$ cat config.mk
export PLATFORM = sky130hd
export DESIGN_NAME = ahb_to_apb
export DESIGN_NICKNAME = d
export VERILOG_FILES = /design/src/design/ahb_pkg.sv /design/src/design/apb_pkg.sv /design/src/design/ahb_to_apb.sv
export VERILOG_INCLUDE_DIRS = /design/src /design/src/include
export SDC_FILE = /design/constraint.sdc
export NUM_CORES = 1
export LEC_CHECK = 0
export BUFFER_PORTS_ARGS = -buffer_cell sky130_fd_sc_hd__buf_4
export CAP_MARGIN = 25
export CORE_AREA = 4 4 103 105
export CTS_BUF_LIST = sky130_fd_sc_hd__clkbuf_8
export DETAILED_ROUTE_END_ITERATION = 12
export DIE_AREA = 0 0 107 109
export PLACE_DENSITY = 0.75
export RECOVER_POWER = 100
export SLEW_MARGIN = 10
export SYNTH_ARGS = -nofsm -noshare
export SYNTH_HDL_FRONTEND = slang
export SYNTH_SLANG_ARGS = --single-unit
$ cat constraint.sdc
create_clock -name clk -period 5.5 [get_ports clk]
set_clock_uncertainty 0.05 [all_clocks]
set_input_delay 0.825 -clock clk [delete_from_list [all_inputs] [get_ports clk]]
set_output_delay 0.825 -clock clk [all_outputs]
set_load 0.03 [all_outputs]
$ cat src/include/e902_soc_defs.svh
`ifndef E902_SOC_DEFS_SVH
`define E902_SOC_DEFS_SVH

// system bus widths
`define E902_ADDR_W         32
`define E902_DATA_W         32

// data RAM word address, 16K words
`define E902_RAM_AW         14

// APB side address width
`define E902_APB_AW         16

// address map, top two address bits
`define E902_REGION_RAM     2'b01
`define E902_REGION_APB     2'b10

// APB slots, address bits 15:12
`define E902_APB_SLOT_KEY   4'h1
`define E902_APB_SLOT_TUBE  4'h2

// display and keyboard scan
`define E902_TUBE_DIGITS    6
`define E902_TUBE_SCAN_DIV  16
`define E902_KEY_SCAN_DIV   8

// display register reset values
`define E902_TUBE_DIGIT_RST 24'h00_0000
`define E902_TUBE_DOT_RST   6'h00

`endif

$ cat src/design/ahb_pkg.sv
package ahb_pkg;

`include "e902_soc_defs.svh"

    // --------------------------------------------------------------------------
    // AHB-Lite transfer encodings
    // --------------------------------------------------------------------------
    typedef enum logic [1:0] {
        htrans_idle   = 2'b00,
        htrans_busy   = 2'b01,
        htrans_nonseq = 2'b10,
        htrans_seq    = 2'b11
    } htrans_t;

    typedef enum logic [2:0] {
        hsize_byte = 3'b000,
        hsize_half = 3'b001,
        hsize_word = 3'b010
    } hsize_t;

    // hresp is a single bit here, only OKAY is ever returned
    localparam logic hresp_okay = 1'b0;

    // --------------------------------------------------------------------------
    // address phase and response
    // --------------------------------------------------------------------------
    typedef struct packed {
        logic [`E902_ADDR_W-1:0] haddr;
        htrans_t                 htrans;
        hsize_t                  hsize;
        logic                    hwrite;
    } ahb_req_t;

    typedef struct packed {
        logic [`E902_DATA_W-1:0] hrdata;
        logic                    hready;
        logic                    hresp;
    } ahb_rsp_t;

endpackage

$ cat src/design/apb_pkg.sv
package apb_pkg;

`include "e902_soc_defs.svh"

    // one request per slave, psel already decoded by the bridge
    typedef struct packed {
        logic [`E902_APB_AW-1:0] paddr;
        logic                    psel;
        logic                    penable;
        logic                    pwrite;
        logic [`E902_DATA_W-1:0] pwdata;
    } apb_req_t;

    // seven-segment lines, active high, dp in the low bit
    typedef struct packed {
        logic a;
        logic b;
        logic c;
        logic d;
        logic e;
        logic f;
        logic g;
        logic dp;
    } seg_t;

    // key number, row * 4 + column
    typedef logic [3:0] key_code_t;

endpackage

$ cat src/design/ahb_to_apb.sv
`timescale 1ns/1ps

`include "e902_soc_defs.svh"

module ahb_to_apb import ahb_pkg::*, apb_pkg::*; (
    input  logic                    clk,
    input  logic                    rst_n,
    input  logic                    sel,
    input  ahb_req_t                ahb_req,
    input  logic [`E902_DATA_W-1:0] hwdata,
    input  logic                    hready_in,
    input  logic [`E902_DATA_W-1:0] key_rdata,
    input  logic [`E902_DATA_W-1:0] tube_rdata,
    output ahb_rsp_t                rsp,
    output apb_req_t                key_apb,
    output apb_req_t                tube_apb
);

    typedef enum logic [1:0] {
        st_idle,
        st_setup,
        st_access,
        st_rdreg
    } state_t;

    state_t                  state;
    logic                    accept;
    logic [`E902_APB_AW-1:0] addr_q;
    logic                    write_q;
    logic [3:0]              slot;
    logic [`E902_DATA_W-1:0] rdata_q;
    apb_req_t                apb_base;

    assign accept = sel && hready_in &&
                    (ahb_req.htrans == htrans_nonseq || ahb_req.htrans == htrans_seq);
    assign slot   = addr_q[15:12];

    // --------------------------------------------------------------------------
    // transfer FSM
    // --------------------------------------------------------------------------
    always_ff @(posedge clk) begin
        if (!rst_n) begin
            state <= st_idle;
        end else begin
            case (state)
                st_idle:   state <= accept ? st_setup : st_idle;
                st_setup:  state <= st_access;
                // reads spend one more cycle in the data register
                st_access: state <= write_q ? st_idle : st_rdreg;
                default:   state <= st_idle;
            endcase
        end
    end

    always_ff @(posedge clk) begin
        if (state == st_idle && accept) begin
            addr_q  <= ahb_req.haddr[`E902_APB_AW-1:0];
            write_q <= ahb_req.hwrite;
        end
        if (state == st_access && !write_q) begin
            if (slot == `E902_APB_SLOT_KEY) begin
                rdata_q <= key_rdata;
            end else if (slot == `E902_APB_SLOT_TUBE) begin
                rdata_q <= tube_rdata;
            end else begin
                rdata_q <= '0;
            end
        end
    end

    // --------------------------------------------------------------------------
    // APB side, write data straight from the held hwdata
    // --------------------------------------------------------------------------
    always_comb begin
        apb_base         = '0;
        apb_base.paddr   = addr_q;
        apb_base.psel    = (state == st_setup) || (state == st_access);
        apb_base.penable = (state == st_access);
        apb_base.pwrite  = write_q;
        apb_base.pwdata  = hwdata;

        key_apb       = apb_base;
        key_apb.psel  = apb_base.psel && (slot == `E902_APB_SLOT_KEY);
        tube_apb      = apb_base;
        tube_apb.psel = apb_base.psel && (slot == `E902_APB_SLOT_TUBE);
    end

    assign rsp = '{hrdata: rdata_q, hready: (state == st_idle), hresp: hresp_okay};

endmodule

# Word level (Yosys, flattened, before mapping)
# Cells that the tools add are included.
[op_classes] n_eq_ne=6 n_mux=5 reduce_logical=10
[ops] cell="$mux W32" n=2
[ops] cell="$eq A2 B2 Y1 const B" n=3
[ops] cell="$logic_and A1 B1 Y1" n=6
[ops] cell="$pmux W2 S3" n=1
[ops] cell="$eq A4 B1 Y1 const B" n=1
[ops] cell="$eq A4 B2 Y1 const B" n=1
[ops] cell="$eq A2 B1 Y1 const B" n=1
[ops] cell="$logic_not A2 Y1" n=1
[ops] cell="$logic_or A1 B1 Y1" n=2
[ops] cell="$mux W2" n=1
[ops] cell="$logic_not A1 Y1" n=1
[ops] cell="$mux W1" n=1
[word_totals] reg_bits=51 inputBits=138

# Logic depth before layout (Yosys ltp)
[logic_depth] word_depth=5 depth_mapped=4 ltp_nobuf=4

# Least setup slack after synthesis
# No wires, ideal clock.
[synth_timing] path_kind="flip-flop to flip-flop" from="reg state[0]" to="reg rdata_q[0], enable pin" t_arrival_ns=2.305 t_required_ns=5.024 slack_ns=2.719 path_stages_with_launch=4 synth_period_minus_slack_ns=2.781 cell_sequence="dfxtp_1 -> inv_1 -> ha_1 -> nor2b_1"
[synth_rtl] item="from (decl)" line="ahb_to_apb.sv:26" source="state_t state;"
[synth_rtl] item="from (signal assigned)" line="ahb_to_apb.sv:43" source="state <= st_idle;"
[synth_rtl] item="from (signal assigned)" line="ahb_to_apb.sv:46" source="st_idle: state <= accept ? st_setup : st_idle;"
[synth_rtl] item="from (signal assigned)" line="ahb_to_apb.sv:47" source="st_setup: state <= st_access;"
[synth_rtl] item="to (signal assigned)" line="ahb_to_apb.sv:62" source="rdata_q <= key_rdata;"
[synth_rtl] item="to (signal assigned)" line="ahb_to_apb.sv:64" source="rdata_q <= tube_rdata;"
[synth_rtl] item="to (decl)" line="ahb_to_apb.sv:31" source="logic [`E902_DATA_W-1:0] rdata_q;"

==> results_dict.tcl <==
set metrics [dict create \
    ir_drop_mv 0.1290 \
    worst_setup_path_start_kind "register" \
    post-route-min-period_ns 3.738 \
    cp.required_ns 4.62 \
    nets 407 \
    critPathArrivalTime_ns 2.86 \
    clock_path_buffers 2 \
    violations "capacitance limit, slew limit" \
    core_um2 9639 \
    ys_seq_elements 51 \
    clk_pin_slew_ns 0.10 \
    ys_async_sr_fraction 0 \
    net-switching-power_uw 170.7 \
    synthCells 190 \
    seq_area_frac_synth 0.5629 \
    wirelength_mm 7.787 \
    slew-limit-headroom -0.1981 \
    rsz0062_at_grt "no" \
    yosysMostFrequentCell "buf_4" \
    synth_edf_count 49 \
    crit_type "register to output port" \
    outcome "finished with violations" \
    worstMarginPinSlew_ns 1.797 \
    io_pins 274 \
    die_h_um 109 \
    synth_common_cells "buf_4 (84), edfxtp_1 (49), a22o_2 (29)" \
    synth_nets 331 \
    clockPowerShare 0.367 \
    p_sw_frac 0.2062 \
    cts.htree.levels 2 \
    p_total_uw 828.0 \
    synth_top_area_cell "edfxtp_1" \
    vias 1648 \
    drive_gt1_frac 0.4607 \
    post-place-ws_ns 3.093 \
    setup_tns_ns 0 \
    grt_max_degree 34 \
    power_frac_comb 0.108 \
    area_growth_pct 18.78 \
    n_fill_cell 1021 \
    cts_made_buffers 5 \
    fmax_mhz 267.6 \
    grt_pass1_vias 1704 \
    clock_latency_ns 0.31 \
    post_cts_resize_count 0 \
    die_w_um 107 \
    dieArea_um2 11660 \
    syn_avg_cell_area_um2 14.13 \
    intPower_uw 657.2 \
    rows 36 \
    drt_iter0_drc 100 \
    port-buffer-count 156 \
    grt_pass1_wl_mm 10.67 \
    cellPowerDensity_nw_per_um2 259.6 \
    synthTopCellsByArea "edfxtp_1 (55%), buf_4 (23%), a22o_2 (11%)" \
    hold_class "register to register" \
    crit_fanout 33 \
    ys_types 16 \
    yosys.area.top_type_share 0.5480 \
    antenna_found_initial 0 \
    worstSetupEndpointType "output port" \
    start_util 0.2786 \
    period_share 0.6796 \
    gp_congestion 0.6459 \
    route.detailed.drc 0 \
    setup_violations 0 \
    ys.flop_type "edfxtp_1" \
    routed_via_density 4.120 \
    grt_use_total 0.1249 \
    wire_per_inst_um 19.47 \
    yosys_warnings 0 \
    syn_area_um2 2685 \
    finalHoldViolCount 0 \
    clock_sinks 51 \
    cts.hold.buffers_added 0 \
    drt_pass1_iterations 4 \
    final-max-slew-violation-count 34 \
    dp_hpwl_mm 6.262 \
    ant_nets 0 \
    cts_setup_buffers 0 \
    p_seq_frac 0.525 \
    cts_tree "built" \
    root_buffer "clkbuf_8" \
    grt.overflow.total 0 \
    n_antenna_cell 0 \
    leakage_uw 0.001202 \
    maxCapViolations 1 \
    worst_slack_ns 1.762 \
]
critical path, stage by stage (launching register included):
cell and delay (ns):
edfxtp_1 0.49, nor4b_1 0.35, clkbuf_1 1.10, and2_1 0.25
clkbuf_1 0.34
power by group through the flow:
stage,combinational [uW],clock [uW],sequential [uW]
floorplan,116,0,455
global placement,98.0,0,444
detailed placement,99.7,0,444
CTS,100,317,435
global route,95.5,334,436
finish,89.3,304,435
sequential cells by signal (all words and copies together) (netlist names):
name,count
addr_q,16
rdata_q,32
state,2
write_q,1
cell type report:
| cell class | instances | area, um2 | share of cell area |
|---|---|---|---|
| clock inverter | 3 | 63.81 | 0.02001 |
| sequential | 51 | 1511 | 0.4739 |
| tap | 133 | 166.4 | 0.05218 |
| clock buffer | 5 | 68.82 | 0.02158 |
| multi-input combinational | 46 | 451.7 | 0.1416 |
| timing repair buffer | 159 | 915.9 | 0.2872 |
| inverter | 3 | 11.26 | 0.003531 |
stage by stage:
| step | util | hold slack, ns | std cells | instance area, um2 |
|---|---|---|---|---|
| global placement | 0.3475 | 0.5184 | 392 | 3349 |
| floorplan | - | 0.5071 | 190 | 2685 |
| CTS | 0.3612 | 0.5777 | 400 | 3482 |
| detailed placement | 0.3475 | 0.5506 | 392 | 3349 |
| finish | 0.3309 | 0.5728 | 400 | 3189 |
| global route | 0.3309 | 0.6266 | 400 | 3189 |
path summary, 6_finish.rpt:
check                  start            to  slack [ns]  cells past startpoint
setup / recovery  addr_q[15]  tube_apb[34]        1.76                      4
hold / removal      state[1]      state[1]        0.57                      2
setup reg to reg    state[0]    rdata_q[1]        2.92                      4
hold reg to reg     state[1]      state[1]        0.57                      2
cells in the final DEF, fill, tap and decap left out, drive strengths merged:
master / Yosys / final
edfxtp: 49 / 49
o21a: 1 / 1
o211a: 1 / 1
bufinv: 0 / 2
inv: 3 / 4
dfxtp: 2 / 2
nor2b: 2 / 2
buf: 90 / 69
nor3b: 1 / 1
and2: 2 / 2
ha: 3 / 3
and4: 1 / 1
a22o: 32 / 32
conb: 1 / 1
clkbuf: 0 / 95
nor4b: 2 / 2
metal layers:
layer,share of wire,global-route usage
met1,0.32,0.1184
met2,0.52,0.2329
met3,0.14,0.06217
met4,0.017,0.04384
met5,0,0
logic make-up after synthesis:
| family | Yosys count | share of synthesized area |
|---|---|---|
| buffers and inverters | 93 | 0.2642 |
| flip-flops | 51 | 0.5629 |
| AND/OR/NAND/NOR | 8 | 0.03309 |
| adder cells (fa/ha/maj) | 3 | 0.01398 |
| AO/OA/AOI/OAI | 34 | 0.1244 |
| other | 1 | 0.001397 |
No activity file was read; power rests on OpenSTA's default activity.
