==> src/include/e902_soc_defs.svh <==
`ifndef E902_SOC_DEFS_SVH
`define E902_SOC_DEFS_SVH

// system bus widths
`define E902_ADDR_W         32
`define E902_DATA_W         32

// data RAM word address, 16K words
`define E902_RAM_AW         14

// APB side address width
`define E902_APB_AW         16

// address map, top two address bits
`define E902_REGION_RAM     2'b01
`define E902_REGION_APB     2'b10

// APB slots, address bits 15:12
`define E902_APB_SLOT_KEY   4'h1
`define E902_APB_SLOT_TUBE  4'h2

// display and keyboard scan
`define E902_TUBE_DIGITS    6
`define E902_TUBE_SCAN_DIV  16
`define E902_KEY_SCAN_DIV   8

// display register reset values
`define E902_TUBE_DIGIT_RST 24'h00_0000
`define E902_TUBE_DOT_RST   6'h00

`endif

==> src/design/apb_pkg.sv <==
package apb_pkg;

`include "e902_soc_defs.svh"

    // one request per slave, psel already decoded by the bridge
    typedef struct packed {
        logic [`E902_APB_AW-1:0] paddr;
        logic                    psel;
        logic                    penable;
        logic                    pwrite;
        logic [`E902_DATA_W-1:0] pwdata;
    } apb_req_t;

    // seven-segment lines, active high, dp in the low bit
    typedef struct packed {
        logic a;
        logic b;
        logic c;
        logic d;
        logic e;
        logic f;
        logic g;
        logic dp;
    } seg_t;

    // key number, row * 4 + column
    typedef logic [3:0] key_code_t;

endpackage

==> src/design/apb_keyboard.sv <==
`timescale 1ns/1ps

`include "e902_soc_defs.svh"

module apb_keyboard import apb_pkg::*; (
    input  logic                    clk,
    input  logic                    rst_n,
    input  apb_req_t                apb,
    input  logic [3:0]              col_in,
    output logic [`E902_DATA_W-1:0] rdata,
    output logic [3:0]              row,
    output logic                    key_int
);

    localparam int DIV = `E902_KEY_SCAN_DIV;
    localparam int CW  = $clog2(DIV);

    logic [CW-1:0] scan_cnt;
    logic [1:0]    row_idx;
    logic [1:0]    row_q;
    logic [3:0]    col_q;
    logic [1:0]    col_idx;
    logic          held;
    logic          valid;
    key_code_t     code;
    logic          rd_access;

    // --------------------------------------------------------------------------
    // row scan and column sampling
    // --------------------------------------------------------------------------
    always_ff @(posedge clk) begin
        if (!rst_n) begin
            scan_cnt <= '0;
            row_idx  <= '0;
            row_q    <= '0;
            col_q    <= 4'hf;
        end else begin
            scan_cnt <= (scan_cnt == CW'(DIV - 1)) ? '0 : scan_cnt + 1'b1;
            if (scan_cnt == CW'(DIV - 1)) begin
                row_idx <= row_idx + 1'b1;
            end
            // column paired with the row it was read under
            row_q <= row_idx;
            col_q <= col_in;
        end
    end

    assign row = ~(4'b0001 << row_idx);

    // lowest low column wins
    always_comb begin
        col_idx = '0;
        for (int i = 3; i >= 0; i--) begin
            if (!col_q[i]) begin
                col_idx = 2'(i);
            end
        end
    end

    // --------------------------------------------------------------------------
    // key capture, release and status
    // --------------------------------------------------------------------------
    assign rd_access = apb.psel && apb.penable && !apb.pwrite;

    always_ff @(posedge clk) begin
        if (!rst_n) begin
            held  <= 1'b0;
            valid <= 1'b0;
            code  <= '0;
        end else begin
            if (!held && col_q != 4'hf) begin
                code  <= {row_q, col_idx};
                valid <= 1'b1;
                held  <= 1'b1;
            end else begin
                if (held && row_q == code[3:2] && col_q[code[1:0]]) begin
                    held <= 1'b0;
                end
                if (rd_access) begin
                    valid <= 1'b0;
                end
            end
        end
    end

    assign rdata   = {{(`E902_DATA_W - 5){1'b0}}, valid, code};
    assign key_int = valid;

endmodule

==> config.mk <==
export PLATFORM = sky130hd
export DESIGN_NAME = apb_keyboard
export DESIGN_NICKNAME = d
export VERILOG_FILES = /design/src/design/apb_pkg.sv /design/src/design/apb_keyboard.sv
export VERILOG_INCLUDE_DIRS = /design/src /design/src/include
export SDC_FILE = /design/constraint.sdc
export NUM_CORES = 1
export LEC_CHECK = 0
export BUFFER_PORTS_ARGS = -buffer_cell sky130_fd_sc_hd__buf_4
export CAP_MARGIN = 20
export CORE_MARGIN = 5
export CORE_UTILIZATION = 38
export CTS_CLUSTER_SIZE = 28
export DETAILED_ROUTE_END_ITERATION = 7
export GPL_TIMING_DRIVEN = 0
export PLACE_DENSITY = 0.95
export SLEW_MARGIN = 15
export SYNTH_ARGS = -nofsm -noshare
export SYNTH_HDL_FRONTEND = slang
export SYNTH_SLANG_ARGS = --single-unit
export TNS_END_PERCENT = 20
==> constraint.sdc <==
create_clock -name clk -period 2.6 [get_ports clk]
set_input_delay 0.13 -clock clk [delete_from_list [all_inputs] [get_ports clk]]
set_output_delay 0.13 -clock clk [all_outputs]
set_load 0.01 [all_outputs]
* Word-level counts from Yosys, hierarchy flattened
Cells that the tools add are included.
** Cells by class
- Magnitude comparators :: 1
- $add $sub $neg :: 2
- Bitwise gates (word level) :: 2
- Multiplexer cells :: 10
- Shift operators :: 1
- Reductions and logical operators :: 10
- Equal/unequal tests :: 3
** Operators by type and width (count)
- $mux 2 :: 4
- $logic_and 1x1->1 :: 5
- $mux 1 :: 5
- $ne 4x4->1 const B :: 1
- $not 4->4 :: 1
- $reduce_bool 2->1 :: 2
- $shl 1x2->4 const A :: 1
- $add 3x1->3 const B :: 1
- $eq 3x3->1 const B :: 1
- $lt 2x3->1 const B :: 1
- $add 2x1->2 const B :: 1
- $bmux 1 s2 :: 1
- $eq 2x2->1 :: 1
- $logic_not 1->1 :: 2
- $reduce_or 2->1 :: 1
- $not 1->1 :: 1
** Word-level totals
- Register bits :: 17
- Output and inout port bits :: 37
- Logic and storage cells :: 36

* Longest topological paths before layout
- Word-level depth :: 5
- Depth in mapped cells :: 4
- Gate-level depth less buffers :: 4

* Worst setup path before layout
No wires, ideal clock.
- Path kind :: reg-to-reg
- Start :: register code[0]
- End :: register held
- Data arrival time :: 1060 ps
- Required time :: 2523 ps
- Stages on the path, launching flop included :: 3
- Period minus slack after synthesis :: 1137 ps
- Slack :: 1463 ps
- Path buffers :: 0
- Cell sequence :: dfxtp_1 > mux4_2 > a41oi_2
** Between the ends
- Word-level cells in the longest chain between the ends :: 4
** Ends and longest elaborated chain
- start, declared :: line apb_keyboard.sv:25 : key_code_t code;
- start signal, assigned :: line apb_keyboard.sv:72 : code <= {row_q, col_idx};
- $bmux 1 s2 :: line apb_keyboard.sv:76 : if (held && row_q == code[3:2] && col_q[code[1:0]]) begin
- $mux 1 (not written as such) :: line apb_keyboard.sv:76
- $logic_and 1x1->1 :: line apb_keyboard.sv:76
- $reduce_bool 2->1 (no line)
- end signal, assigned :: line apb_keyboard.sv:67 : held <= 1'b0;
- end signal, assigned :: line apb_keyboard.sv:74 : held <= 1'b1;
- end signal, assigned :: line apb_keyboard.sv:77 : held <= 1'b0;
- end, declared :: line apb_keyboard.sv:23 : logic held;
Every way passes these cells. The select of a mux whose other input is x is not followed.
A chain may end at the register's enable or synchronous reset.

* Final worst setup path
- Start :: register row_idx[0]
- End :: output row[0]
** Between the ends
- Word-level cells in the longest chain between the ends :: 2
** Ends and longest elaborated chain
- start, declared :: line apb_keyboard.sv:19 : logic [1:0] row_idx;
- start signal, assigned :: line apb_keyboard.sv:40 : row_idx <= row_idx + 1'b1;
- $shl 1x2->4 :: line apb_keyboard.sv:48 : assign row = ~(4'b0001 << row_idx);
- $not 4->4 :: line apb_keyboard.sv:48
- end, declared :: line apb_keyboard.sv:11 : output logic [3:0] row,
Every way passes these cells.

==> results by stage <==
Global routing:
- Summed over all layers, the global routing overflow is 0.
- The first global-routing pass estimated 2730 µm of wire.
- The initial antenna violation count is 0.
- Global routing used between 10 and 15% of the available tracks.
- Entering global routing, the biggest net connects 11 pins.
- The via count of the first global-routing pass came to 636.

Cells and area:
- The number of filler cells placed in the layout is 209.
- The post-route netlist has 36.3% of its cells at a drive strength greater than 1.
- The area occupied by multi-input gates is 447 µm².
- For this run, the post-layout net count is 210.
- The utilization of the core after routing is 54.1%.
- The footprint of the flip-flops and latches is 340 µm².
- From synthesis to final layout, the design area changed by 33.0%.
- The count of inserted antenna diode cells is 0.

Worst hold path:
- The hold path depth is 2.
- In this run the most critical hold path is launched from col_in[2].
- The path class of the tightest hold or removal check is primary input to flop.
- The terminating pin of the worst hold path is col_q[2].

Clocking:
- After clock tree synthesis, the clock-pin slew on the worst setup and hold paths is 0.10 ns.
- The worst-skew pair later-pin latency is 0.29 ns.
- The count of cells resized by post-cts repair is 0.
- CTS placed an instance of clkbuf_4 at the clock tree root.
- The clock passes through at most 2 buffers.
- The level count of the clock H-tree is 1.
- The number of CTS-inserted buffers is 3.
- The number of clock sinks is 17.
- TritonCTS built the clock tree.

Placement:
- The number of buffers added on ports is 18.
- The HPWL after detailed placement is roughly 1500 µm.
- The placer's final routability congestion estimate is 0.725.

Setup path:
- The critical path startpoint category is a flop.
- The capturing element type of the critical path is a primary output.
- The worst register-to-register path begins at scan_cnt[0].
- The biggest fanout along the worst timing path is 5.
- The signal arrival time at the worst endpoint is between 1 and 1.5 ns.
- The worst reg2reg path endpoint is row_idx[0].
- The cell at the slowest stage of the critical path is dfxtp_1.
- By instance count, the cell type seen most on the critical path is inv_1.
- For the worst setup path, the data required time is 2.47 ns.
- The largest single stage delay on the critical path is 0.44 ns.
- The worst setup path is of the flop to primary output kind.
- The setup slack of the most critical reg-to-reg path is around 1.4 ns.
- Counting cells, the worst reg-to-reg path comes to 4.
- Walking the worst path, the cells encountered are inv_1, ha_1, inv_1, buf_4.

Timing:
- The top achievable clock speed is 749 MHz.
- Setup repair after global routing left no endpoint under its margin.
- The period utilization is 51.4%.
- The max-slew violation total from the final report came to 0.
- The final hold slack is between 0.01 and 0.015 ns.
- The worst clock skew is 0.00863 ns.
- Setup violations remaining at the end of the flow were counted as 0.
- The sum of negative setup slack is 0 ns.
- The clock period minus worst slack is between 1 and 1.5 ns.
- The number of failing hold endpoints at the final stage was 0.

Logic synthesis:
- The gate count of the mapped netlist is a little under 100.
- Sorting the synthesized cells by area gives the leading types as dfxtp_1 (37%), buf_4 (23%), ha_1 (8.1%), nand2b_1 (3.4%), inv_1 (2.4%).
- The number of synthesized flops with an enable pin is 0.
- The post-synthesis cell type with the largest combined area is dfxtp_1.
- The average cell area after synthesis is 9.55 µm².
- Of the synthesized area, sequential elements account for 36.8%.
- Counting flops and latches in the post-synthesis netlist gives 17.
- The fraction of synthesis flops using an asynchronous set or reset pin is 0%.
- The post-synthesis instance area is 926 µm².
- The count of unique library cells instantiated by Yosys is 25.
- Summed over its instances, the top area cell type makes up 36.8% of the synthesized netlist area.
- In the synthesized netlist the dominant register cell turns out to be dfxtp_1.
- The Yosys warning count is 0.

Die:
- The vertical extent of the die is slightly below 60 µm.
- The placeable core region is 2280 µm².
- Once the floorplan was initialized, standard cells occupied roughly two fifths of the core.
- 94 I/O pins were placed.
- The number of placement rows is 17.
- The die covers 3520 µm².
- The width of the chip is 59.4 µm.

Routing:
- The length of the first detailed-routing pass in iterations is 2.
- Across all layers, the routed design uses 688 vias.
- The DRC marker count from the first detailed-route iteration is 9.
- The post-detailed-route via-to-cell ratio is 3.95.
- The DRC violation count after routing is 0.
- In the final routed layout, each cell accounts on average for approximately 10 µm.
- The count of nets left with antenna violations once routing finished came out at 0.
- Summed over all layers, the routed wires come to 1770 µm.

Power:
- The ratio of total power to cell area is between 400 and 500 nW/µm².
- In this run the static leakage power is between 0.6 and 0.7 nW.
- The peak supply drop is 319 µV.

Run status:
- The run finished with clean final reports.

Run:
- The number of max-cap violations is 0.
-- kinds of logic (layout without fill, tap and decap cells) --
| group | Yosys count | count (layout) | synth area share (%) |
|---|---|---|---|
| flip-flops | 17 | 17 | 36.8 |
| AO/OA/AOI/OAI | 12 | 12 | 9.59 |
| adder cells (fa/ha/maj) | 6 | 6 | 8.11 |
| AND/OR/NAND/NOR | 21 | 21 | 13.2 |
| multiplexers | 2 | 2 | 3.51 |
| other | 1 | 27 | 0.405 |
| buffers and inverters | 35 | 58 | 25.5 |
| XOR/XNOR | 3 | 3 | 2.84 |
-- through the flow --
step	total power [mW]	cell area (µm²)	setup slack, ns	instances
final	0.551	1230	1.26	174
after global routing	0.581	1230	1.20	174
after CTS	0.554	1220	1.25	173
after global placement	0.407	1190	1.45	169
after detailed placement	0.412	1190	1.39	169
after floorplan	0.380	1020	1.46	123
-- cells in the mapped netlist, types with 2 or more instances --
| cell type | n |
|---|---|
| a21boi_1 | 2 |
| a21oi_1 | 4 |
| and2_1 | 3 |
| and3b_1 | 2 |
| buf_4 | 28 |
| dfxtp_1 | 17 |
| ha_1 | 6 |
| inv_1 | 6 |
| nand2_1 | 5 |
| nand2b_1 | 5 |
| nor2_1 | 2 |
| nor3b_1 | 3 |
| xnor2_1 | 2 |
-- worst max-delay path, delay by kind of cell, from the launching register on --
family     cells  cell delay [ns]
flops          1             0.44
fa+ha+maj      1             0.21
buf+inv        3             0.27
-- worst max-delay path by stage --
stage | depth (start not counted) | end | startpoint
finish | 4 | row[0] | row_idx[0]
global route | 4 | row[0] | row_idx[0]
CTS | 4 | row[0] | row_idx[0]
detailed placement | 4 | row_idx[0] | scan_cnt[0]
global placement | 4 | row_idx[0] | scan_cnt[0]
floorplan | 2 | held | code[0]
-- sequential cells by signal (all words and copies together) (netlist names) --
name      flops
code          4
held          1
key_int       1
row_idx       2
row_q         2
col_q         4
scan_cnt      3
-- cell usage in the layout (no fill, tap or decap), types with 2 or more instances in the layout --
master | Yosys | final
dfxtp_1 | 17 | 17
xnor2_1 | 2 | 2
nand2b_1 | 5 | 5
and2_1 | 3 | 3
inv_1 | 6 | 6
clkbuf_4 | 0 | 3
nand2_1 | 5 | 5
ha_1 | 6 | 6
nor3b_1 | 3 | 3
buf_4 | 28 | 46
and3b_1 | 2 | 2
a21boi_1 | 2 | 2
a21oi_1 | 4 | 4
nor2_1 | 2 | 2
conb_1 | 1 | 27
-- power breakdown --
part | internal, mW | switching, mW | total, mW
Combinational | 0.0668 | 0.0520 | 0.119
Clock | 0.0572 | 0.0850 | 0.142
Sequential | 0.276 | 0.0146 | 0.290
-- area by class of cell --
cell class | count | area share (%)
multi-input combinational | 71 | 36.3
timing repair buffer | 19 | 11.8
buffer | 29 | 17.4
clock inverter | 1 | 0.407
clock buffer | 3 | 1.83
inverter | 6 | 1.83
tap | 28 | 2.85
sequential | 17 | 27.6
-- routing by layer --
layer | global-route usage, % | up-vias | part of all wire, %
met5 | 0 | - | 0
met1 | 10.2 | 292 | 35
met2 | 19.3 | 37 | 51
met3 | 3.27 | 2 | 13
li1 | - | 357 | -
met4 | 3.88 | 0 | 0.85
-- repair_timing --
action / in CTS / in global routing
hold endpoints to repair: 0 / 1
hold buffers: 0 / 1
setup buffers: 0 / 0
Note: power is estimated with default switching activity, not from simulation.
