--- src/include/e902_soc_defs.svh ---
`ifndef E902_SOC_DEFS_SVH
`define E902_SOC_DEFS_SVH

// system bus widths
`define E902_ADDR_W         32
`define E902_DATA_W         32

// data RAM word address, 16K words
`define E902_RAM_AW         14

// APB side address width
`define E902_APB_AW         16

// address map, top two address bits
`define E902_REGION_RAM     2'b01
`define E902_REGION_APB     2'b10

// APB slots, address bits 15:12
`define E902_APB_SLOT_KEY   4'h1
`define E902_APB_SLOT_TUBE  4'h2

// display and keyboard scan
`define E902_TUBE_DIGITS    6
`define E902_TUBE_SCAN_DIV  16
`define E902_KEY_SCAN_DIV   8

// display register reset values
`define E902_TUBE_DIGIT_RST 24'h00_0000
`define E902_TUBE_DOT_RST   6'h00

`endif

--- src/design/apb_pkg.sv ---
package apb_pkg;

`include "e902_soc_defs.svh"

    // one request per slave, psel already decoded by the bridge
    typedef struct packed {
        logic [`E902_APB_AW-1:0] paddr;
        logic                    psel;
        logic                    penable;
        logic                    pwrite;
        logic [`E902_DATA_W-1:0] pwdata;
    } apb_req_t;

    // seven-segment lines, active high, dp in the low bit
    typedef struct packed {
        logic a;
        logic b;
        logic c;
        logic d;
        logic e;
        logic f;
        logic g;
        logic dp;
    } seg_t;

    // key number, row * 4 + column
    typedef logic [3:0] key_code_t;

endpackage

--- src/design/apb_tube.sv ---
`timescale 1ns/1ps

`include "e902_soc_defs.svh"

module apb_tube import apb_pkg::*; (
    input  logic                    clk,
    input  logic                    rst_n,
    input  apb_req_t                apb,
    output logic [`E902_DATA_W-1:0] rdata,
    output logic [5:0]              dig,
    output seg_t                    seg
);

    localparam int NDIG = `E902_TUBE_DIGITS;
    localparam int DIV  = `E902_TUBE_SCAN_DIV;
    localparam int IW   = $clog2(NDIG);
    localparam int CW   = $clog2(DIV);

    logic [4*NDIG-1:0] digits;
    logic [NDIG-1:0]   dots;
    logic [CW-1:0]     scan_cnt;
    logic [IW-1:0]     dig_idx;
    logic [3:0]        digit_val;

    function automatic logic [6:0] hex_to_seg(input logic [3:0] v);
        // segments a to g, a in the top bit
        case (v)
            4'h0: return 7'b1111110;
            4'h1: return 7'b0110000;
            4'h2: return 7'b1101101;
            4'h3: return 7'b1111001;
            4'h4: return 7'b0110011;
            4'h5: return 7'b1011011;
            4'h6: return 7'b1011111;
            4'h7: return 7'b1110000;
            4'h8: return 7'b1111111;
            4'h9: return 7'b1111011;
            4'ha: return 7'b1110111;
            4'hb: return 7'b0011111;
            4'hc: return 7'b1001110;
            4'hd: return 7'b0111101;
            4'he: return 7'b1001111;
            default: return 7'b1000111;
        endcase
    endfunction

    // --------------------------------------------------------------------------
    // registers, digits at offset 0 and dots at offset 4
    // --------------------------------------------------------------------------
    always_ff @(posedge clk) begin
        if (!rst_n) begin
            digits <= `E902_TUBE_DIGIT_RST;
            dots   <= `E902_TUBE_DOT_RST;
        end else if (apb.psel && apb.penable && apb.pwrite) begin
            if (apb.paddr[2]) begin
                dots <= apb.pwdata[NDIG-1:0];
            end else begin
                digits <= apb.pwdata[4*NDIG-1:0];
            end
        end
    end

    assign rdata = apb.paddr[2] ? {{(`E902_DATA_W - NDIG){1'b0}}, dots}
                                : {{(`E902_DATA_W - 4*NDIG){1'b0}}, digits};

    // --------------------------------------------------------------------------
    // digit scan
    // --------------------------------------------------------------------------
    always_ff @(posedge clk) begin
        if (!rst_n) begin
            scan_cnt <= '0;
            dig_idx  <= '0;
        end else begin
            scan_cnt <= (scan_cnt == CW'(DIV - 1)) ? '0 : scan_cnt + 1'b1;
            if (scan_cnt == CW'(DIV - 1)) begin
                dig_idx <= (dig_idx == IW'(NDIG - 1)) ? '0 : dig_idx + 1'b1;
            end
        end
    end

    assign dig       = ~(NDIG'(1) << dig_idx);
    assign digit_val = digits[4*dig_idx +: 4];
    assign seg       = {hex_to_seg(digit_val), dots[dig_idx]};

endmodule

--- config.mk ---
export PLATFORM = sky130hd
export DESIGN_NAME = apb_tube
export DESIGN_NICKNAME = d
export VERILOG_FILES = /design/src/design/apb_pkg.sv /design/src/design/apb_tube.sv
export VERILOG_INCLUDE_DIRS = /design/src /design/src/include
export SDC_FILE = /design/constraint.sdc
export NUM_CORES = 1
export LEC_CHECK = 0
export BUFFER_PORTS_ARGS = -buffer_cell sky130_fd_sc_hd__buf_2
export CAP_MARGIN = 20
export CORE_AREA = 2 2 75 77
export CTS_CLUSTER_DIAMETER = 150
export DETAILED_ROUTE_END_ITERATION = 6
export DIE_AREA = 0 0 77 79
export MAX_ROUTING_LAYER = met4
export PLACE_DENSITY = 0.8
export SLEW_MARGIN = 20
export SYNTH_ARGS = -nofsm -noshare
export SYNTH_HDL_FRONTEND = slang
export SYNTH_SLANG_ARGS = --single-unit
--- constraint.sdc ---
create_clock -name clk -period 2.7 [get_ports clk]
set_clock_uncertainty 0.1 [all_clocks]
set_input_delay 0.135 -clock clk [delete_from_list [all_inputs] [get_ports clk]]
set_output_delay 0.135 -clock clk [all_outputs]
set_load 0.005 [all_outputs]
-- After elaboration in Yosys (flattened, before gate mapping)
Memory sizes are Yosys's and may differ from the RTL's.
Index checks and enable logic that the tools add are counted.
- register bits: 37
- latch bits: 0
- memory bits (writable): 0
- memory bits (read-only): 112
- word-level logic and storage cells: 24
- memories: 1
- memories (name ; depth ; width ; read ports ; clocked after memory_dff ; wr ports ; RTL line ; text):
    (name not given) ; 16 ; 7 ; 1 ; 0 ; 0 ; apb_tube.sv:27 ; case (v)
- add/subtract/negate cells: 2
- multiply operators: 0
- divide/modulo/power cells: 0
- $lt $le $gt $ge: 1
- equal/unequal tests: 2
- shift-type cells: 2
- multiplexer cells: 4
- bitwise logic cells: 3
- reduce and logical (&&, ||, !) cells: 5
- operators by type and width (operator ; count):
    $mux 24 ; 1
    $shiftx 24x6->4 ; 1
    $not 6->6 ; 1
    $shl 1x3->6 const A ; 1
    $add 4x1->4 const B ; 1
    $eq 4x4->1 const B ; 1
    $lt 3x4->1 const B ; 1
    $reduce_and 2->1 ; 2
    $add 3x1->3 const B ; 1
    $bmux 1 s3 ; 1
    $eq 3x3->1 const B ; 1
    $mux 3 ; 1
    $logic_and 1x1->1 ; 2
    $not 1->1 ; 2
    $reduce_or 2->1 ; 1
    $mux 1 ; 1

-- Logic depth before layout (Yosys ltp)
Gate-level depths: netlist of run 1.
- depth in word-level cells: 3
- mapped depth: 10
- mapped depth without buffers: 8

-- Worst setup path after synthesis of run 1
OpenSTA, ideal clock, no wires.
- path type: register to output
- from: register dig_idx[0]
- to: output seg[4] (netlist bit)
- arrival time: 1.938 ns
- data required time: 2.465 ns
- slack: 0.527 ns
- cell stages (with the launch flop): 8
- path through: dfxtp_1 buf_6 mux4_2 a21oi_2 inv_1 ha_1 mux2_1 mux2i_1
- RTL lines (item ; RTL line ; text):
    start: declaration ; apb_tube.sv:22 ; logic [IW-1:0] dig_idx;
    start signal: assignment ; apb_tube.sv:76 ; dig_idx <= (dig_idx == IW'(NDIG - 1)) ? '0 : dig_idx + 1'b1;
    end: declaration ; apb_tube.sv:11 ; output seg_t seg

==> results.cfg, run 1 <==
[placement]
dp_hpwl_um = 3740
placed_cells = 389
dpl_cell_area_mm2 = 0.00263
place_congestion = 0.781
io_buffers = 67

[pwr]
p_sw_uw = 255
power.share.sequential_pct = 52.1
p_per_area_mw_per_mm2 = 371
power.internal_uw = 838
p_comb_share_pct = 12.5
peakVddDrop_mv = 0.278
power.share.clock_pct = 35.4
total_leakage_power_nw = 1.29
p_sw_share_pct = 23.3
power_mw = 1.09

[cts]
cts_tree = built
clk_latency_ps = 290
numCtsBuffers = 5
cts_max_level = 2
clock_sinks = 37
cts_setup_buffers = 0
cts.clk_slew.worst_paths_ps = 70
cts.path.max_buffers = 2
clockRootBuffer = clkbuf_8

[synthesis]
synthFlopType = dfxtp_1
synthesis.area_mm2 = 0.00231
yosys_warnings = 0
synth_top_area_share_pct = 32.1
ys_async_sr_fraction_pct = 0
avgSynthCellArea_um2 = 8.75
yosysSeqAreaShare_pct = 32.1
ys_seq_elements = 37
synth_cells = 264
synth_commonest_cells = 52 x nand2_1, 37 x dfxtp_1, 26 x nor2b_1
synth-edff-count = 0
synth_cell_type_count = 45
yosysMostFrequentCell = nand2_1
yosysTopAreaCell = dfxtp_1
netlist_top_cells_area = dfxtp_1 32%, mux2i_1 8.7%, nand2_1 8.4%

[finish]
nets = 408
fill_cells = 497
final-seq-area_um2 = 743
fin_cells = 418
layout-drive-gt1-share_pct = 29.2
multi_input_area_mm2 = 0.00140
antennaDiodeCount = 0
final_area_mm2 = 0.00294
area_growth_syn_to_layout_pct = 27.3

[die]
core_mm2 = 0.00534
die_width_um = 77
placementRows = 27
io_pins = 99
dieArea_mm2 = 0.00608
die_h_um = 79
start_util_pct = 43.3

[timing]
slew_headroom_pct = 44.1
fin_crit_ps = 2510
max_freq_mhz = 399
rsz0062_at_grt = false
fin_crit_sh_pct = 92.8
setup_viol = 0
finalMaxSlewViolations = 0
tightest_slew_ps = 839
fin_tns_setup_ps = 0
hold_viol_final = 0

[critical_path]
criticalPathCategory = flop to output pin
slowest_delay_ps = 530
critical_path_buf_inv_count = 2
required_ps = 2470
cp_max_fo = 6
worstPathArrival_ps = 2270
cp_slowest_cell = mux4_2
path_cells = mux4_2 > a21oi_2 > inv_1 > ha_1 > mux2_1 > mux2i_1 > buf_2
crit_path_start_kind = flop
endpoint_kind = output pin
cp_top_family = multiplexers

[global_routing]
grt_pass1_wl_um = 8810
track_usage_pct = 18.5
grt_max_degree = 38
overflow = 0
first_global_vias = 1934
grt_antenna_before_repair = 0

[job]
max_cap_viol_count = 0

[hold_path]
min_path_type = input port to flop

[route]
drc = 0
vias = 2042
drt-total-wl_um = 5410
ant_nets = 0
first_pass_iters = 4
wl_per_cell_um = 12.9
drtIter0Drc = 84
viasPerCell = 4.89

[status]
status = finished clean
final cells by class:
cell class,instances,share of cell area (%)
Clock buffer,7,2.93
Timing Repair Buffer,94,20.2
Inverter,8,1.02
Multi-Input combinational cell,200,47.6
Tap cell,72,3.06
Sequential cell,37,25.3
power by group through the flow:
stage | Sequential (mW) | Clock [mW] | Combinational [mW]
CTS | 0.570 | 0.395 | 0.134
global placement | 0.582 | 0 | 0.108
global route | 0.571 | 0.411 | 0.151
detailed placement | 0.582 | 0 | 0.111
finish | 0.570 | 0.386 | 0.136
floorplan | 0.579 | 0 | 0.0781
layer usage:
layer | vias to the layer above | part of all wire, % | GRT usage (%)
met2 | 56 | 50 | 32.5
met5 | - | 0 | -
met1 | 953 | 45 | 21.7
li1 | 1026 | - | -
met3 | 7 | 3.6 | 3.30
met4 | 0 | 1.5 | 5.71
flip-flops by register name, indices dropped and copies added (netlist names):
| name | count |
|---|---|
| dots | 6 |
| dig_idx | 3 |
| digits | 24 |
| scan_cnt | 4 |
worst register-to-register path, delay by kind of cell, from the launching register on:
family / cells / cell delay (ps)
AO/OA/AOI/OAI: 2 / 230
flip-flops: 1 / 420
AND/OR/NAND/NOR: 2 / 260
buffers and inverters: 1 / 230
adder cells (fa/ha/maj): 1 / 220
final timing paths:
| kind | from | cells past startpoint | to | slack (ps) |
|---|---|---|---|---|
| worst max-delay path | dig_idx[0] | 7 | seg[4] | 190 |
| worst min-delay path | apb[18] | 3 | digits[18] | 3 |
| worst max register to register | dig_idx[0] | 6 | dig_idx[2] | 1190 |
| worst min register to register | digits[23] | 2 | digits[23] | 360 |
cells by family after synthesis:
logic type	synth area share, %
AO/OA/AOI/OAI	14.8
XOR/XNOR	1.14
adder cells (fa/ha/maj)	4.87
buffers and inverters	8.50
flip-flops	32.1
multiplexers	15.8
other	0.162
AND/OR/NAND/NOR	22.7
stage by stage:
step / hold WS [ps] / worst slack, ps / utilization, %
2_1_floorplan: 170 / 527 / -
3_3_place_gp: 283 / 333 / 49.3
3_5_place_dp: 283 / 275 / 49.3
4_1_cts: 1.66 / 50.4 / 54.9
5_1_grt: 37.2 / 40.3 / 55.1
6_report: 3.18 / 193 / 55.1
repair_timing:
action / in CTS / in global routing
endpoints found under the setup margin: 2 / 5
gates resized for setup: 1 / 1
endpoints found under the hold margin: 21 / 1
hold buffers: 21 / 1
placed cells by master, fill, tap and decap left out, types with 4 or more instances in the layout:
| master | instances |
|---|---|
| ha_1 | 9 |
| buf_2 | 67 |
| and2_1 | 5 |
| nor2b_1 | 26 |
| conb_1 | 8 |
| a21boi_0 | 4 |
| mux2i_1 | 20 |
| a21oi_1 | 4 |
| nand2_1 | 52 |
| dlygate4sd3_1 | 22 |
| a21boi_1 | 20 |
| clkbuf_8 | 6 |
| buf_4 | 5 |
| nor2_1 | 4 |
| mux2_2 | 6 |
| inv_1 | 8 |
| dfxtp_1 | 35 |
(Power assumes the default switching activity.)
==> run 2: changes to the inputs <==
CORE_AREA = 8 8 81 83   (was 2 2 75 77)
DIE_AREA = 0 0 89 91   (was 0 0 77 79)
==> results.cfg, run 2 (synthesis gave the netlist of run 1 again) <==
[timing]
fin_crit_sh_pct = 94.3
max_freq_mhz = 393
timing.hold.ws_ps = 8.20
fin_crit_ps = 2550
rsz0062_at_grt = false
fin_tns_setup_ps = 0
finalMaxSlewViolations = 0
hold_viol_final = 0
setup_slack_ps = 153
setup_viol = 0
slew_headroom_pct = 43.3
tightest_slew_ps = 851

[route]
vias = 2040
viasPerCell = 4.88
drc = 0
ant_nets = 0
drt-total-wl_um = 6090
first_pass_iters = 4
drtIter0Drc = 95
wl_per_cell_um = 14.6

[cts]
numCtsBuffers = 5
cts_tree = built
clk_latency_ps = 290
cts_max_level = 2
clockRootBuffer = clkbuf_8
cts.clk_slew.worst_paths_ps = 80
clock_sinks = 37
cts.path.max_buffers = 2

[placement]
pre_cts_slack_ps = 262
dp_hpwl_um = 4380
io_buffers = 67
dpl_cell_area_mm2 = 0.00263
place_congestion = 0.796
placed_cells = 389

[finish]
layout-drive-gt1-share_pct = 29.8
fill_cells = 503
largest_register = digits
largest_reg_flops = 24
antennaDiodeCount = 0
final_common_cell = buf_2
layout_common_cells = 67 x buf_2, 52 x nand2_1, 35 x dfxtp_1
fin_cells = 418
post-route-util_pct = 55.6
area_growth_syn_to_layout_pct = 28.4
final_area_mm2 = 0.00297
reg.largest.list = digits x24, dots x6, scan_cnt x4
nets = 407

[critical_path]
criticalPathCategory = flop to output pin
cp_max_fo = 6
endpoint_kind = output pin
cp_slowest_cell = mux4_2
required_ps = 2470
path_cells = mux4_2 > a21oi_2 > inv_1 > ha_1 > mux2_1 > mux2i_1 > buf_2
crit_path_start_kind = flop
slowest_delay_ps = 540
worstPathArrival_ps = 2310

[die]
io_pins = 99
die_h_um = 91
start_util_pct = 43.3
die_width_um = 89
dieArea_mm2 = 0.00810
core_mm2 = 0.00534
placementRows = 27

[global_routing]
grt_max_degree = 38
grt_antenna_before_repair = 0
first_global_vias = 2175
grt_pass1_wl_um = 10100
track_usage_pct = 15.9
overflow = 0

[status]
status = finished clean

[pwr]
p_per_area_mw_per_mm2 = 408
peakVddDrop_mv = 0.289
power_mw = 1.21
total_leakage_power_nw = 1.30

[hold_path]
min_path_type = input port to flop

[job]
max_cap_viol_count = 0
-- run 2: area by class of cell --
| class | instances | area (um^2) | area share, % |
|---|---|---|---|
| clock buffers | 6 | 82.6 | 2.78 |
| clock inverters | 2 | 37.5 | 1.27 |
| repair buffers | 93 | 583 | 19.7 |
| inverters | 8 | 30.0 | 1.01 |
| well taps | 72 | 90.1 | 3.04 |
| flip-flops and latches | 37 | 743 | 25.1 |
| multi-input cells | 200 | 1400 | 47.2 |
-- run 2: power breakdown --
| part | switching [mW] | total (mW) | leakage [nW] | internal, mW |
|---|---|---|---|---|
| Clock | 0.202 | 0.502 | 0.0574 | 0.300 |
| Combinational | 0.0617 | 0.137 | 0.945 | 0.0753 |
| Sequential | 0.0110 | 0.570 | 0.301 | 0.559 |
| Total | 0.275 | 1.21 | 1.30 | 0.934 |
-- run 2: per-layer routing --
layer  vias up  share of wire, %  GRT usage (%)  routed length, um
met5         -                 0              -                  0
met4         0               1.7           5.69                106
met3        12               4.9           2.79                300
met2        61                50           25.9               3040
met1       945                43           18.8               2640
li1       1022                 -              -                  -
-- run 2: repair_timing --
item / 4_1_cts / 5_1_grt
hold buffers: 21 / 0
setup endpoints to repair: 2 / 6
endpoints found under the hold margin: 21 / 0
gates resized for setup: 1 / 1
setup buffers: 0 / 0
-- run 2: worst paths after layout --
path                      to        from  depth (start not counted)  slack, ps
setup / recovery      seg[4]  dig_idx[0]                          7        150
hold / removal    digits[19]     apb[19]                          3          8
setup reg to reg  dig_idx[2]  dig_idx[0]                          6       1180
hold reg to reg   digits[22]  digits[22]                          2        370
-- run 2: worst max-delay path, delay by kind of cell, from the launching register on --
| family | cells | cell delay, ps |
|---|---|---|
| adder cells (fa/ha/maj) | 1 | 200 |
| flip-flops | 1 | 430 |
| multiplexers | 3 | 970 |
| AO/OA/AOI/OAI | 1 | 190 |
| buffers and inverters | 2 | 230 |
